`src/verilog/mips_pkg.sv`:
```
package mips_pkg;

	// datapath widths
	localparam int XLEN   = 32;
	localparam int REG_AW = 5;
	localparam int BE_W   = 4;

	localparam int ALU_OP_W = 4;
	localparam int MEM_OP_W = 4;

	// ALU operation
	typedef enum logic [ALU_OP_W-1:0] {
		ALU_ADD  = 4'd0,
		ALU_SUB  = 4'd1,
		ALU_AND  = 4'd2,
		ALU_OR   = 4'd3,
		ALU_XOR  = 4'd4,
		ALU_NOR  = 4'd5,
		ALU_SLT  = 4'd6,
		ALU_SLTU = 4'd7,
		ALU_SLL  = 4'd8,
		ALU_SRL  = 4'd9,
		ALU_SRA  = 4'd10,
		ALU_LUI  = 4'd11
	} alu_op_e;

	// memory operation, zero means no access
	typedef enum logic [MEM_OP_W-1:0] {
		MEM_NONE = 4'd0,
		MEM_LB   = 4'd1,
		MEM_LBU  = 4'd2,
		MEM_LH   = 4'd3,
		MEM_LHU  = 4'd4,
		MEM_LW   = 4'd5,
		MEM_SB   = 4'd6,
		MEM_SH   = 4'd7,
		MEM_SW   = 4'd8
	} mem_op_e;

	function automatic logic is_load(input mem_op_e op);
		logic res;
		case (op)
			MEM_LB, MEM_LBU, MEM_LH, MEM_LHU, MEM_LW: res = 1'b1;
			default: res = 1'b0;
		endcase
		return res;
	endfunction

	function automatic logic is_store(input mem_op_e op);
		logic res;
		case (op)
			MEM_SB, MEM_SH, MEM_SW: res = 1'b1;
			default: res = 1'b0;
		endcase
		return res;
	endfunction

endpackage

```
`src/verilog/alu.sv`:
```
`timescale 1ns/10ps

module alu
	import mips_pkg::*;
(
	input  logic [XLEN-1:0] opr1_i,
	input  logic [XLEN-1:0] opr2_i,
	input  alu_op_e         aluop_i,
	output logic [XLEN-1:0] res_o
);

	logic [4:0]      shamt;
	logic            opr_lt;
	logic            opr_ltu;
	logic [XLEN-1:0] sum;
	logic [XLEN-1:0] diff;

	assign shamt   = opr1_i[4:0];	// shift amount from rs side
	assign sum     = opr1_i + opr2_i;
	assign diff    = opr1_i - opr2_i;
	assign opr_lt  = $signed(opr1_i) < $signed(opr2_i);
	assign opr_ltu = opr1_i < opr2_i;

	always_comb begin
		case (aluop_i)
			ALU_ADD: begin
				res_o = sum;
			end
			ALU_SUB: begin
				res_o = diff;
			end
			ALU_AND: begin
				res_o = opr1_i & opr2_i;
			end
			ALU_OR: begin
				res_o = opr1_i | opr2_i;
			end
			ALU_XOR: begin
				res_o = opr1_i ^ opr2_i;
			end
			ALU_NOR: begin
				res_o = ~(opr1_i | opr2_i);
			end
			ALU_SLT: begin
				res_o = {{(XLEN-1){1'b0}}, opr_lt};
			end
			ALU_SLTU: begin
				res_o = {{(XLEN-1){1'b0}}, opr_ltu};
			end
			ALU_SLL: begin
				res_o = opr2_i << shamt;
			end
			ALU_SRL: begin
				res_o = opr2_i >> shamt;
			end
			ALU_SRA: begin
				res_o = $unsigned($signed(opr2_i) >>> shamt);	// keeps sign bit
			end
			ALU_LUI: begin
				res_o = {opr2_i[XLEN/2-1:0], {(XLEN/2){1'b0}}};
			end
			default: begin
				res_o = '0;
			end
		endcase
	end

endmodule

```
`src/verilog/store_format.sv`:
```
`timescale 1ns/10ps

module store_format
	import mips_pkg::*;
(
	input  logic [XLEN-1:0] addr_i,
	input  logic [XLEN-1:0] rtvalue_i,
	input  mem_op_e         memop_i,
	output logic            sram_en_o,
	output logic [BE_W-1:0] sram_wen_o,
	output logic [XLEN-1:0] sram_addr_o,
	output logic [XLEN-1:0] sram_wdata_o
);

	logic [1:0]      addr_low;
	logic [BE_W-1:0] wen_sb;
	logic [BE_W-1:0] wen_sh;

	assign addr_low = addr_i[1:0];
	assign wen_sb   = 4'b0001 << addr_low;	// one lane per byte offset
	assign wen_sh   = addr_low[1] ? 4'b1100 : 4'b0011;

	assign sram_en_o   = (memop_i != MEM_NONE);
	assign sram_addr_o = {addr_i[XLEN-1:2], 2'b00};	// word aligned

	always_comb begin
		sram_wen_o = '0;
		if (is_store(memop_i)) begin
			case (memop_i)
				MEM_SB:  sram_wen_o = wen_sb;
				MEM_SH:  sram_wen_o = wen_sh;
				default: sram_wen_o = '1;
			endcase
		end
	end

	// lanes are replicated so the byte enables pick the right copy
	always_comb begin
		case (memop_i)
			MEM_SB:  sram_wdata_o = {4{rtvalue_i[7:0]}};
			MEM_SH:  sram_wdata_o = {2{rtvalue_i[15:0]}};
			default: sram_wdata_o = rtvalue_i;
		endcase
	end

endmodule

```
`src/verilog/ex_mem_reg.sv`:
```
`timescale 1ns/10ps

module ex_mem_reg
	import mips_pkg::*;
(
	input  logic              clk_i,
	input  logic              rst_n_i,
	input  logic              stall_i,
	input  logic              flush_i,

	input  logic              wren_i,
	input  logic [REG_AW-1:0] waddr_i,
	input  logic [XLEN-1:0]   wdata_i,
	input  mem_op_e           memop_i,
	input  logic [1:0]        addr_low_i,
	input  logic              nofwd_i,
	input  logic [XLEN-1:0]   pc_i,

	output logic              wren_o,
	output logic [REG_AW-1:0] waddr_o,
	output logic [XLEN-1:0]   wdata_o,
	output mem_op_e           memop_o,
	output logic [1:0]        addr_low_o,
	output logic              nofwd_o,
	output logic [XLEN-1:0]   pc_o
);

	logic en;

	assign en = ~stall_i;

	always_ff @(posedge clk_i) begin
		if (!rst_n_i) begin
			wren_o     <= 1'b0;
			waddr_o    <= '0;
			wdata_o    <= '0;
			memop_o    <= MEM_NONE;
			addr_low_o <= 2'b00;
			nofwd_o    <= 1'b0;
			pc_o       <= '0;
		end else if (en) begin
			if (flush_i) begin	// bubble
				wren_o     <= 1'b0;
				waddr_o    <= '0;
				wdata_o    <= '0;
				memop_o    <= MEM_NONE;
				addr_low_o <= 2'b00;
				nofwd_o    <= 1'b0;
				pc_o       <= '0;
			end else begin
				wren_o     <= wren_i;
				waddr_o    <= waddr_i;
				wdata_o    <= wdata_i;
				memop_o    <= memop_i;
				addr_low_o <= addr_low_i;
				nofwd_o    <= nofwd_i;
				pc_o       <= pc_i;
			end
		end
	end

endmodule

```
`src/verilog/load_align.sv`:
```
`timescale 1ns/10ps

module load_align
	import mips_pkg::*;
(
	input  mem_op_e         memop_i,
	input  logic [1:0]      addr_low_i,
	input  logic [XLEN-1:0] rdata_i,
	input  logic [XLEN-1:0] alures_i,
	output logic [XLEN-1:0] wdata_o
);

	logic [7:0]  ld_byte;
	logic [15:0] ld_half;

	// little endian lane select
	always_comb begin
		case (addr_low_i)
			2'b00:   ld_byte = rdata_i[7:0];
			2'b01:   ld_byte = rdata_i[15:8];
			2'b10:   ld_byte = rdata_i[23:16];
			default: ld_byte = rdata_i[31:24];
		endcase
	end

	assign ld_half = addr_low_i[1] ? rdata_i[31:16] : rdata_i[15:0];

	always_comb begin
		if (is_load(memop_i)) begin
			case (memop_i)
				MEM_LB:  wdata_o = {{(XLEN-8){ld_byte[7]}}, ld_byte};
				MEM_LBU: wdata_o = {{(XLEN-8){1'b0}}, ld_byte};
				MEM_LH:  wdata_o = {{(XLEN-16){ld_half[15]}}, ld_half};
				MEM_LHU: wdata_o = {{(XLEN-16){1'b0}}, ld_half};
				default: wdata_o = rdata_i;	// lw
			endcase
		end else begin
			wdata_o = alures_i;	// alu result and stores
		end
	end

endmodule

```
`src/verilog/execute_stage.sv`:
```
`timescale 1ns/10ps

module execute_stage
	import mips_pkg::*;
(
	input  logic              clk_i,
	input  logic              rst_n_i,
	input  logic              ex_stall_i,	// from controller
	input  logic              ex_flush_i,

	input  logic [XLEN-1:0]   ex_pc_i,
	input  logic [XLEN-1:0]   ex_opr1_i,
	input  logic [XLEN-1:0]   ex_opr2_i,
	input  logic [XLEN-1:0]   ex_rtvalue_i,
	input  alu_op_e           ex_aluop_i,
	input  mem_op_e           ex_memop_i,
	input  logic              ex_wren_i,
	input  logic [REG_AW-1:0] ex_waddr_i,
	input  logic              ex_nofwd_i,

	input  logic [XLEN-1:0]   data_sram_rdata_i,
	output logic              data_sram_en_o,
	output logic [BE_W-1:0]   data_sram_wen_o,
	output logic [XLEN-1:0]   data_sram_addr_o,
	output logic [XLEN-1:0]   data_sram_wdata_o,

	// bypass
	output logic [XLEN-1:0]   ex_wdata_bp_o,
	output logic              ex_nofwd_bp_o,

	output logic              mem_wren_o,
	output logic [REG_AW-1:0] mem_waddr_o,
	output logic [XLEN-1:0]   mem_wdata_o,
	output logic              mem_nofwd_o,
	output logic [XLEN-1:0]   mem_pc_o
);

	logic [XLEN-1:0] alu_res;
	mem_op_e         mem_memop;
	logic [1:0]      mem_addr_low;
	logic [XLEN-1:0] mem_alures;

	alu alu_i (
		.opr1_i  (ex_opr1_i),
		.opr2_i  (ex_opr2_i),
		.aluop_i (ex_aluop_i),
		.res_o   (alu_res)
	);

	store_format store_format_i (
		.addr_i       (alu_res),	// effective address
		.rtvalue_i    (ex_rtvalue_i),
		.memop_i      (ex_memop_i),
		.sram_en_o    (data_sram_en_o),
		.sram_wen_o   (data_sram_wen_o),
		.sram_addr_o  (data_sram_addr_o),
		.sram_wdata_o (data_sram_wdata_o)
	);

	ex_mem_reg ex_mem_reg_i (
		.clk_i      (clk_i),
		.rst_n_i    (rst_n_i),
		.stall_i    (ex_stall_i),
		.flush_i    (ex_flush_i),
		.wren_i     (ex_wren_i),
		.waddr_i    (ex_waddr_i),
		.wdata_i    (alu_res),
		.memop_i    (ex_memop_i),
		.addr_low_i (alu_res[1:0]),
		.nofwd_i    (ex_nofwd_i),
		.pc_i       (ex_pc_i),
		.wren_o     (mem_wren_o),
		.waddr_o    (mem_waddr_o),
		.wdata_o    (mem_alures),
		.memop_o    (mem_memop),
		.addr_low_o (mem_addr_low),
		.nofwd_o    (mem_nofwd_o),
		.pc_o       (mem_pc_o)
	);

	load_align load_align_i (
		.memop_i    (mem_memop),
		.addr_low_i (mem_addr_low),
		.rdata_i    (data_sram_rdata_i),
		.alures_i   (mem_alures),
		.wdata_o    (mem_wdata_o)
	);

	assign ex_wdata_bp_o = alu_res;
	assign ex_nofwd_bp_o = ex_nofwd_i;

endmodule

```
`config.mk`:
```
export PLATFORM = sky130hd
export DESIGN_NAME = execute_stage
export DESIGN_NICKNAME = d
export VERILOG_FILES = /design/src/verilog/mips_pkg.sv /design/src/verilog/alu.sv /design/src/verilog/store_format.sv /design/src/verilog/ex_mem_reg.sv /design/src/verilog/load_align.sv /design/src/verilog/execute_stage.sv
export SDC_FILE = /design/constraint.sdc
export NUM_CORES = 1
export LEC_CHECK = 0
export ABC_AREA = 0
export BUFFER_PORTS_ARGS = -buffer_cell sky130_fd_sc_hd__buf_4
export CELL_PAD_IN_SITES_DETAIL_PLACEMENT = 2
export CELL_PAD_IN_SITES_GLOBAL_PLACEMENT = 2
export CORE_UTILIZATION = 30
export CTS_BUF_LIST = sky130_fd_sc_hd__clkbuf_8
export DETAILED_ROUTE_END_ITERATION = 8
export PLACE_DENSITY = 0.84
export SKIP_CTS_REPAIR_TIMING = 1
export SYNTH_ARGS = -nofsm -noshare
export SYNTH_HDL_FRONTEND = slang
export SYNTH_SLANG_ARGS = --single-unit
```
`constraint.sdc`:
```
create_clock -name clk_i -period 10.8 [get_ports clk_i]
set_input_delay 3.24 -clock clk_i [delete_from_list [all_inputs] [get_ports clk_i]]
set_output_delay 3.24 -clock clk_i [all_outputs]
set_load 0.005 [all_outputs]
```
**Word level (Yosys, flattened, before mapping)**

Cells that the tools add are included.

- Register bits after elaboration: 77
- Bits in latches: 0
- Memory bits (writable): 0
- Bits in read-only memories: 0
- Input port bits: 179
- Output and inout port bits: 173
- Logic and storage cells: 63
- Memories kept: 0

- Add/subtract/negate cells: 2
- Multiply operators: 0
- Divide/modulo/power cells: 0
- Order comparisons: 2
- Equality and inequality tests: 21
- Shift-type cells: 4
- Multiplexer cells: 18
- Bitwise logic cells: 4
- Reductions and logical operators: 5

Operators with widths:

| cell | number |
|---|---|
| $pmux 32 s12 | 1 |
| $pmux 32 s4 | 1 |
| $mux 32 | 3 |
| $lt 32x32->1 | 2 |
| $pmux 32 s2 | 1 |
| $add 32x32->32 | 1 |
| $and 32x32->32 | 1 |
| $eq 4x3->1 const B | 8 |
| $not 32->32 | 1 |
| $or 32x32->32 | 1 |
| $shl 32x5->32 | 1 |
| $shr 32x5->32 | 1 |
| $sshr 32x5->32 | 1 |
| $sub 32x32->32 | 1 |
| $xor 32x32->32 | 1 |
| $pmux 8 s3 | 1 |
| $eq 4x4->1 const B | 5 |
| $eq 4x2->1 const B | 4 |
| $mux 16 | 1 |
| $mux 4 | 3 |
| $eq 4x1->1 const B | 2 |
| $pmux 4 s2 | 1 |
| $mux 5 | 1 |
| $reduce_or 5->1 | 1 |
| other kinds (9) | 12 |

**Logic depth before layout (Yosys ltp)**

- Depth after elaboration: 6
- Depth in mapped cells: 18

**Modules after synthesis**

Synthesis repeated with hierarchy kept, for this count alone.

- Cell total of the unflattened synthesis: 1915
- Area total of the unflattened synthesis: 13600.5 sq um

By module, submodules not included:

| module | times used | cells each | area each (sq um) | sequential area each (sq um) |
|---|---|---|---|---|
| alu | 1 | 1323 | 8788.4 | 0.0 |
| ex_mem_reg | 1 | 342 | 2909.0 | 1541.5 |
| load_align | 1 | 160 | 1018.5 | 0.0 |
| store_format | 1 | 89 | 877.1 | 0.0 |
| execute_stage | 1 | 1 | 7.5 | 0.0 |

**Least setup slack after synthesis**

No wires, ideal clock.

- Path type: input port to output port
- From: input port ex_opr1_i[2]
- To: output port ex_wdata_bp_o[28]
- Arrival time: 6751 ps
- Data required time: 7560 ps
- Path slack: 809 ps
- Stages: 16
- Path buffers: 5
- Cell sequence: clkbuf_1 -> inv_1 -> buf_2 -> buf_2 -> clkbuf_1 -> ha_1 -> a21o_1 -> a21oi_1 -> o31a_1 -> o41ai_4 -> a31oi_2 -> o311a_1 -> o22ai_1 -> or3_1 -> a21o_1 -> buf_4

- Longest elaborated chain between the ends: 2
- Elaborated cells on any way between the ends: 6
- Classes of those cells: add/sub: 2; shift: 3; mux: 1

RTL lines:

| what | line | text |
|---|---|---|
| start, declared | execute_stage.sv:12 | `input logic [XLEN-1:0] ex_opr1_i,` |
| $sub 32x32->32, or another cell as far along | alu.sv:20 | `assign diff = opr1_i - opr2_i;` |
| $pmux 32 s12 (*) | alu.sv:25 | `case (aluop_i)` |
| end, declared | execute_stage.sv:28 | `output logic [XLEN-1:0] ex_wdata_bp_o,` |

Every way passes the cells marked *; elsewhere a longest branch is shown, timed or not.

**Worst setup path in the final report**

- From: input port ex_opr1_i[0]
- To: output port ex_wdata_bp_o[26]

Same word-level chain as after synthesis.

==> metrics.yaml <==
syn_area_mm2: 0.0134
path_clk_slew_ns: 0.07
setup_tns_ns: 0
vdd.ir_drop.worst_uv: 50.6
synth_largest_area_cell: "dfxtp_1"
drt-vias-per-instance: 6.25
num-fill-cells: 5281
syn_avg_cell_area_um2: 6.98
worst_slew_pin_slew_ns: 1.35
die_h_um: 213
area_growth_pct: 21.8
ys_types: 87
synth_seq_cells: 75
worst_path_max_delay_cell: "o31ai_1"
fin_nets: 2391
grt_use_total_pct: 34.0
start_kind: "primary input"
fin_area_mm2: 0.0163
period_share_pct: 96.9
reg2reg_depth: 2
synth_sequential_area_ratio_pct: 11.2
place_congestion: 0.962
hold_viol_final: 0
antenna_found_initial: 3
dieArea_mm2: 0.0454
grt_overflow: 0
synth_ff_type: "dfxtp_1"
slowest_delay_ns: 0.52
port_buffers: 349
drv_slew: 0
cts_root_buf: "clkbuf_8"
grt_pass1_wl_um: 115000
cts_max_level: 3
grt_max_degree: 72
first_iter_violations: 1461
grt_setup_unrepaired: "false"
post_dp_cell_area_mm2: 0.0161
p_leak_nw: 7.16
synth_top_area_share_pct: 11.2
outcome: "finished clean"
cap_violations: 0
cp.arrival_ns: 7.23
drive_above_1_share_pct: 23.1
fin_skew_ns: 0
antenna_left: 0
wl_per_cell_um: 29.4
min_period_ns: 10.47
clk_latency_ns: 0.37
synth_warnings: 0
synth-edff-count: 0
initial_core_util_pct: 30.3
cp-end-kind: "output port"
drt_pass1_iterations: 6
fp-row-count: 77
worst_ep_required_time_ns: 7.56
hold_depth: 1
tritoncts: "yes"
ys_top_cells_by_area: "dfxtp_1 (11%), ha_1 (9.0%), a21oi_1 (6.4%)"
vias: 16900
fmax_mhz: 95.5
clkSinkCount: 75
max-slew-margin-rel_pct: 9.84
io-pin-count: 352
critPathMaxFanout: 26
grt_pass1_vias: 17500
path_class: "in2out"
drc_errors: 0
cts_buffers: 9
synth_cells: 1917
clockBufferDepth: 2
path_cells: "buf_4, inv_2, ha_1, inv_1, fa_1, nor2b_1, o21ai_1, a211oi_1, o31ai_1, nand4b_1, a21oi_1, o22ai_1, o21ai_1, nand3_1, buf_4"
hold_path_class: "reg2reg"
p_per_area_mw_per_mm2: 82.5
async_reset_ff_share_pct: 0
dp_hpwl_um: 63200
routed_wl_um: 79800
setup_violations: 0
die_x_um: 213
core_area_mm2: 0.0441
-- flip-flops by register name, indices dropped and copies added (netlist names) --
name,flops
ex_mem_reg_i.addr_low_o,1
ex_mem_reg_i.wren_o,1
ex_mem_reg_i.nofwd_o,1
ex_mem_reg_i.memop_o,4
ex_mem_reg_i.waddr_o,5
ex_mem_reg_i.pc_o,32
ex_mem_reg_i.wdata_o,31
-- cells in the mapped netlist, types with 10 or more instances --
library cell	number
dfxtp_1	75
nor3_1	42
buf_1	21
nand2_1	193
ha_1	96
o21ai_1	27
a211oi_1	31
o211ai_1	21
o21ai_0	113
o221ai_1	10
inv_1	95
o22ai_1	31
o21bai_1	10
a31oi_1	18
mux2i_1	82
mux2_2	31
nand4_1	12
clkbuf_1	110
a22o_1	34
nand3_1	24
mux4_2	35
nand2b_1	22
a22oi_1	66
a21oi_1	171
a21o_1	25
buf_4	42
nor2_1	207
nor2b_1	61
buf_2	19
a221oi_1	12
-- logic make-up (layout without fill, tap and decap cells) --
group	count (synthesis)	in the layout	synth area share (%)
other	1	4	0.0280
adders and majority gates	98	98	9.28
buffers and inverters	292	491	9.55
muxes	152	152	15.0
DFF	75	75	11.2
xor gates and xnor gates	6	6	0.393
and+or+nand+nor	615	615	20.9
AOI/OAI and AO/OA	678	678	33.7
-- critical path: cells and delay by family --
kind	cells	cell delay, ns
compound gates	6	1.63
fa+ha+maj	2	0.68
buf+inv	4	0.72
simple gates	3	0.96
-- path summary, 6_finish.rpt --
check,to,startpoint,slack [ns]
max reg2reg,ex_mem_reg_i.memop_o[1]$_SDFFE_PN0N_,ex_mem_reg_i.memop_o[1]$_SDFFE_PN0N_,9.47
min reg2reg,ex_mem_reg_i.wdata_o[14]$_SDFFE_PN0N_,ex_mem_reg_i.wdata_o[14]$_SDFFE_PN0N_,0.48
min,ex_mem_reg_i.wdata_o[14]$_SDFFE_PN0N_,ex_mem_reg_i.wdata_o[14]$_SDFFE_PN0N_,0.48
max,ex_wdata_bp_o[26],ex_opr1_i[0],0.33
-- per-layer routing --
layer	global-route usage [%]	up-vias	part of all wire [%]
met5	0	-	0.034
met4	18.1	4	5.4
met3	6.03	229	7.9
met2	55.9	823	46
met1	42.1	8520	40
li1	-	7371	-
-- cell type report --
| cell class | instances | area, um^2 | area share, % |
|---|---|---|---|
| inverter | 100 | 375 | 2.30 |
| clock buffer | 9 | 124 | 0.760 |
| antenna | 2 | 5.00 | 0.0307 |
| multi-input combinational | 1551 | 10700 | 65.4 |
| tap | 592 | 741 | 4.55 |
| sequential | 75 | 1500 | 9.21 |
| timing repair buffer | 377 | 2840 | 17.4 |
| clock inverter | 5 | 56.3 | 0.345 |
-- through the flow --
stage | setup WS [ns] | utilization [%] | hold WS [ns] | cells | power, mW
after detailed placement | 0.544 | 36.5 | 0.467 | 2695 | 1.11
final | 0.333 | 36.9 | 0.483 | 2711 | 1.34
after global routing | 0.238 | 36.9 | 0.497 | 2709 | 1.40
after CTS | 0.510 | 36.9 | 0.485 | 2709 | 1.33
after global placement | 0.656 | 36.5 | 0.464 | 2695 | 1.08
after floorplan | 0.809 | - | 0.449 | 1918 | 0.744
-- report_power, final --
group,switching (mW),internal [mW]
clock network,0.114,0.104
logic,0.509,0.317
registers,0.0125,0.289
total,0.635,0.709
-- cells in the final DEF, fill, tap and decap left out, types with 9 or more instances in the layout --
cell type | netlist | routed
o21a_1 | 9 | 9
o21ai_1 | 27 | 27
mux2i_1 | 82 | 82
mux2_2 | 31 | 31
a31oi_1 | 18 | 18
nor3_1 | 42 | 38
a21o_1 | 25 | 25
or3_1 | 9 | 9
mux4_2 | 35 | 35
nand3_1 | 24 | 24
nand4_1 | 12 | 12
buf_4 | 42 | 376
clkbuf_8 | 0 | 9
nand2b_1 | 22 | 22
o21ai_0 | 113 | 113
o221ai_1 | 10 | 10
nor2_1 | 207 | 205
ha_1 | 96 | 96
o22ai_1 | 31 | 31
a22oi_1 | 66 | 66
o211ai_1 | 21 | 21
a221oi_1 | 12 | 12
inv_1 | 95 | 95
nor2b_1 | 61 | 61
a22o_1 | 34 | 34
a21oi_1 | 171 | 171
dfxtp_1 | 75 | 75
o21bai_1 | 10 | 10
a211oi_1 | 31 | 29
nand2_1 | 193 | 193
No activity file was read; power rests on OpenSTA's default activity.
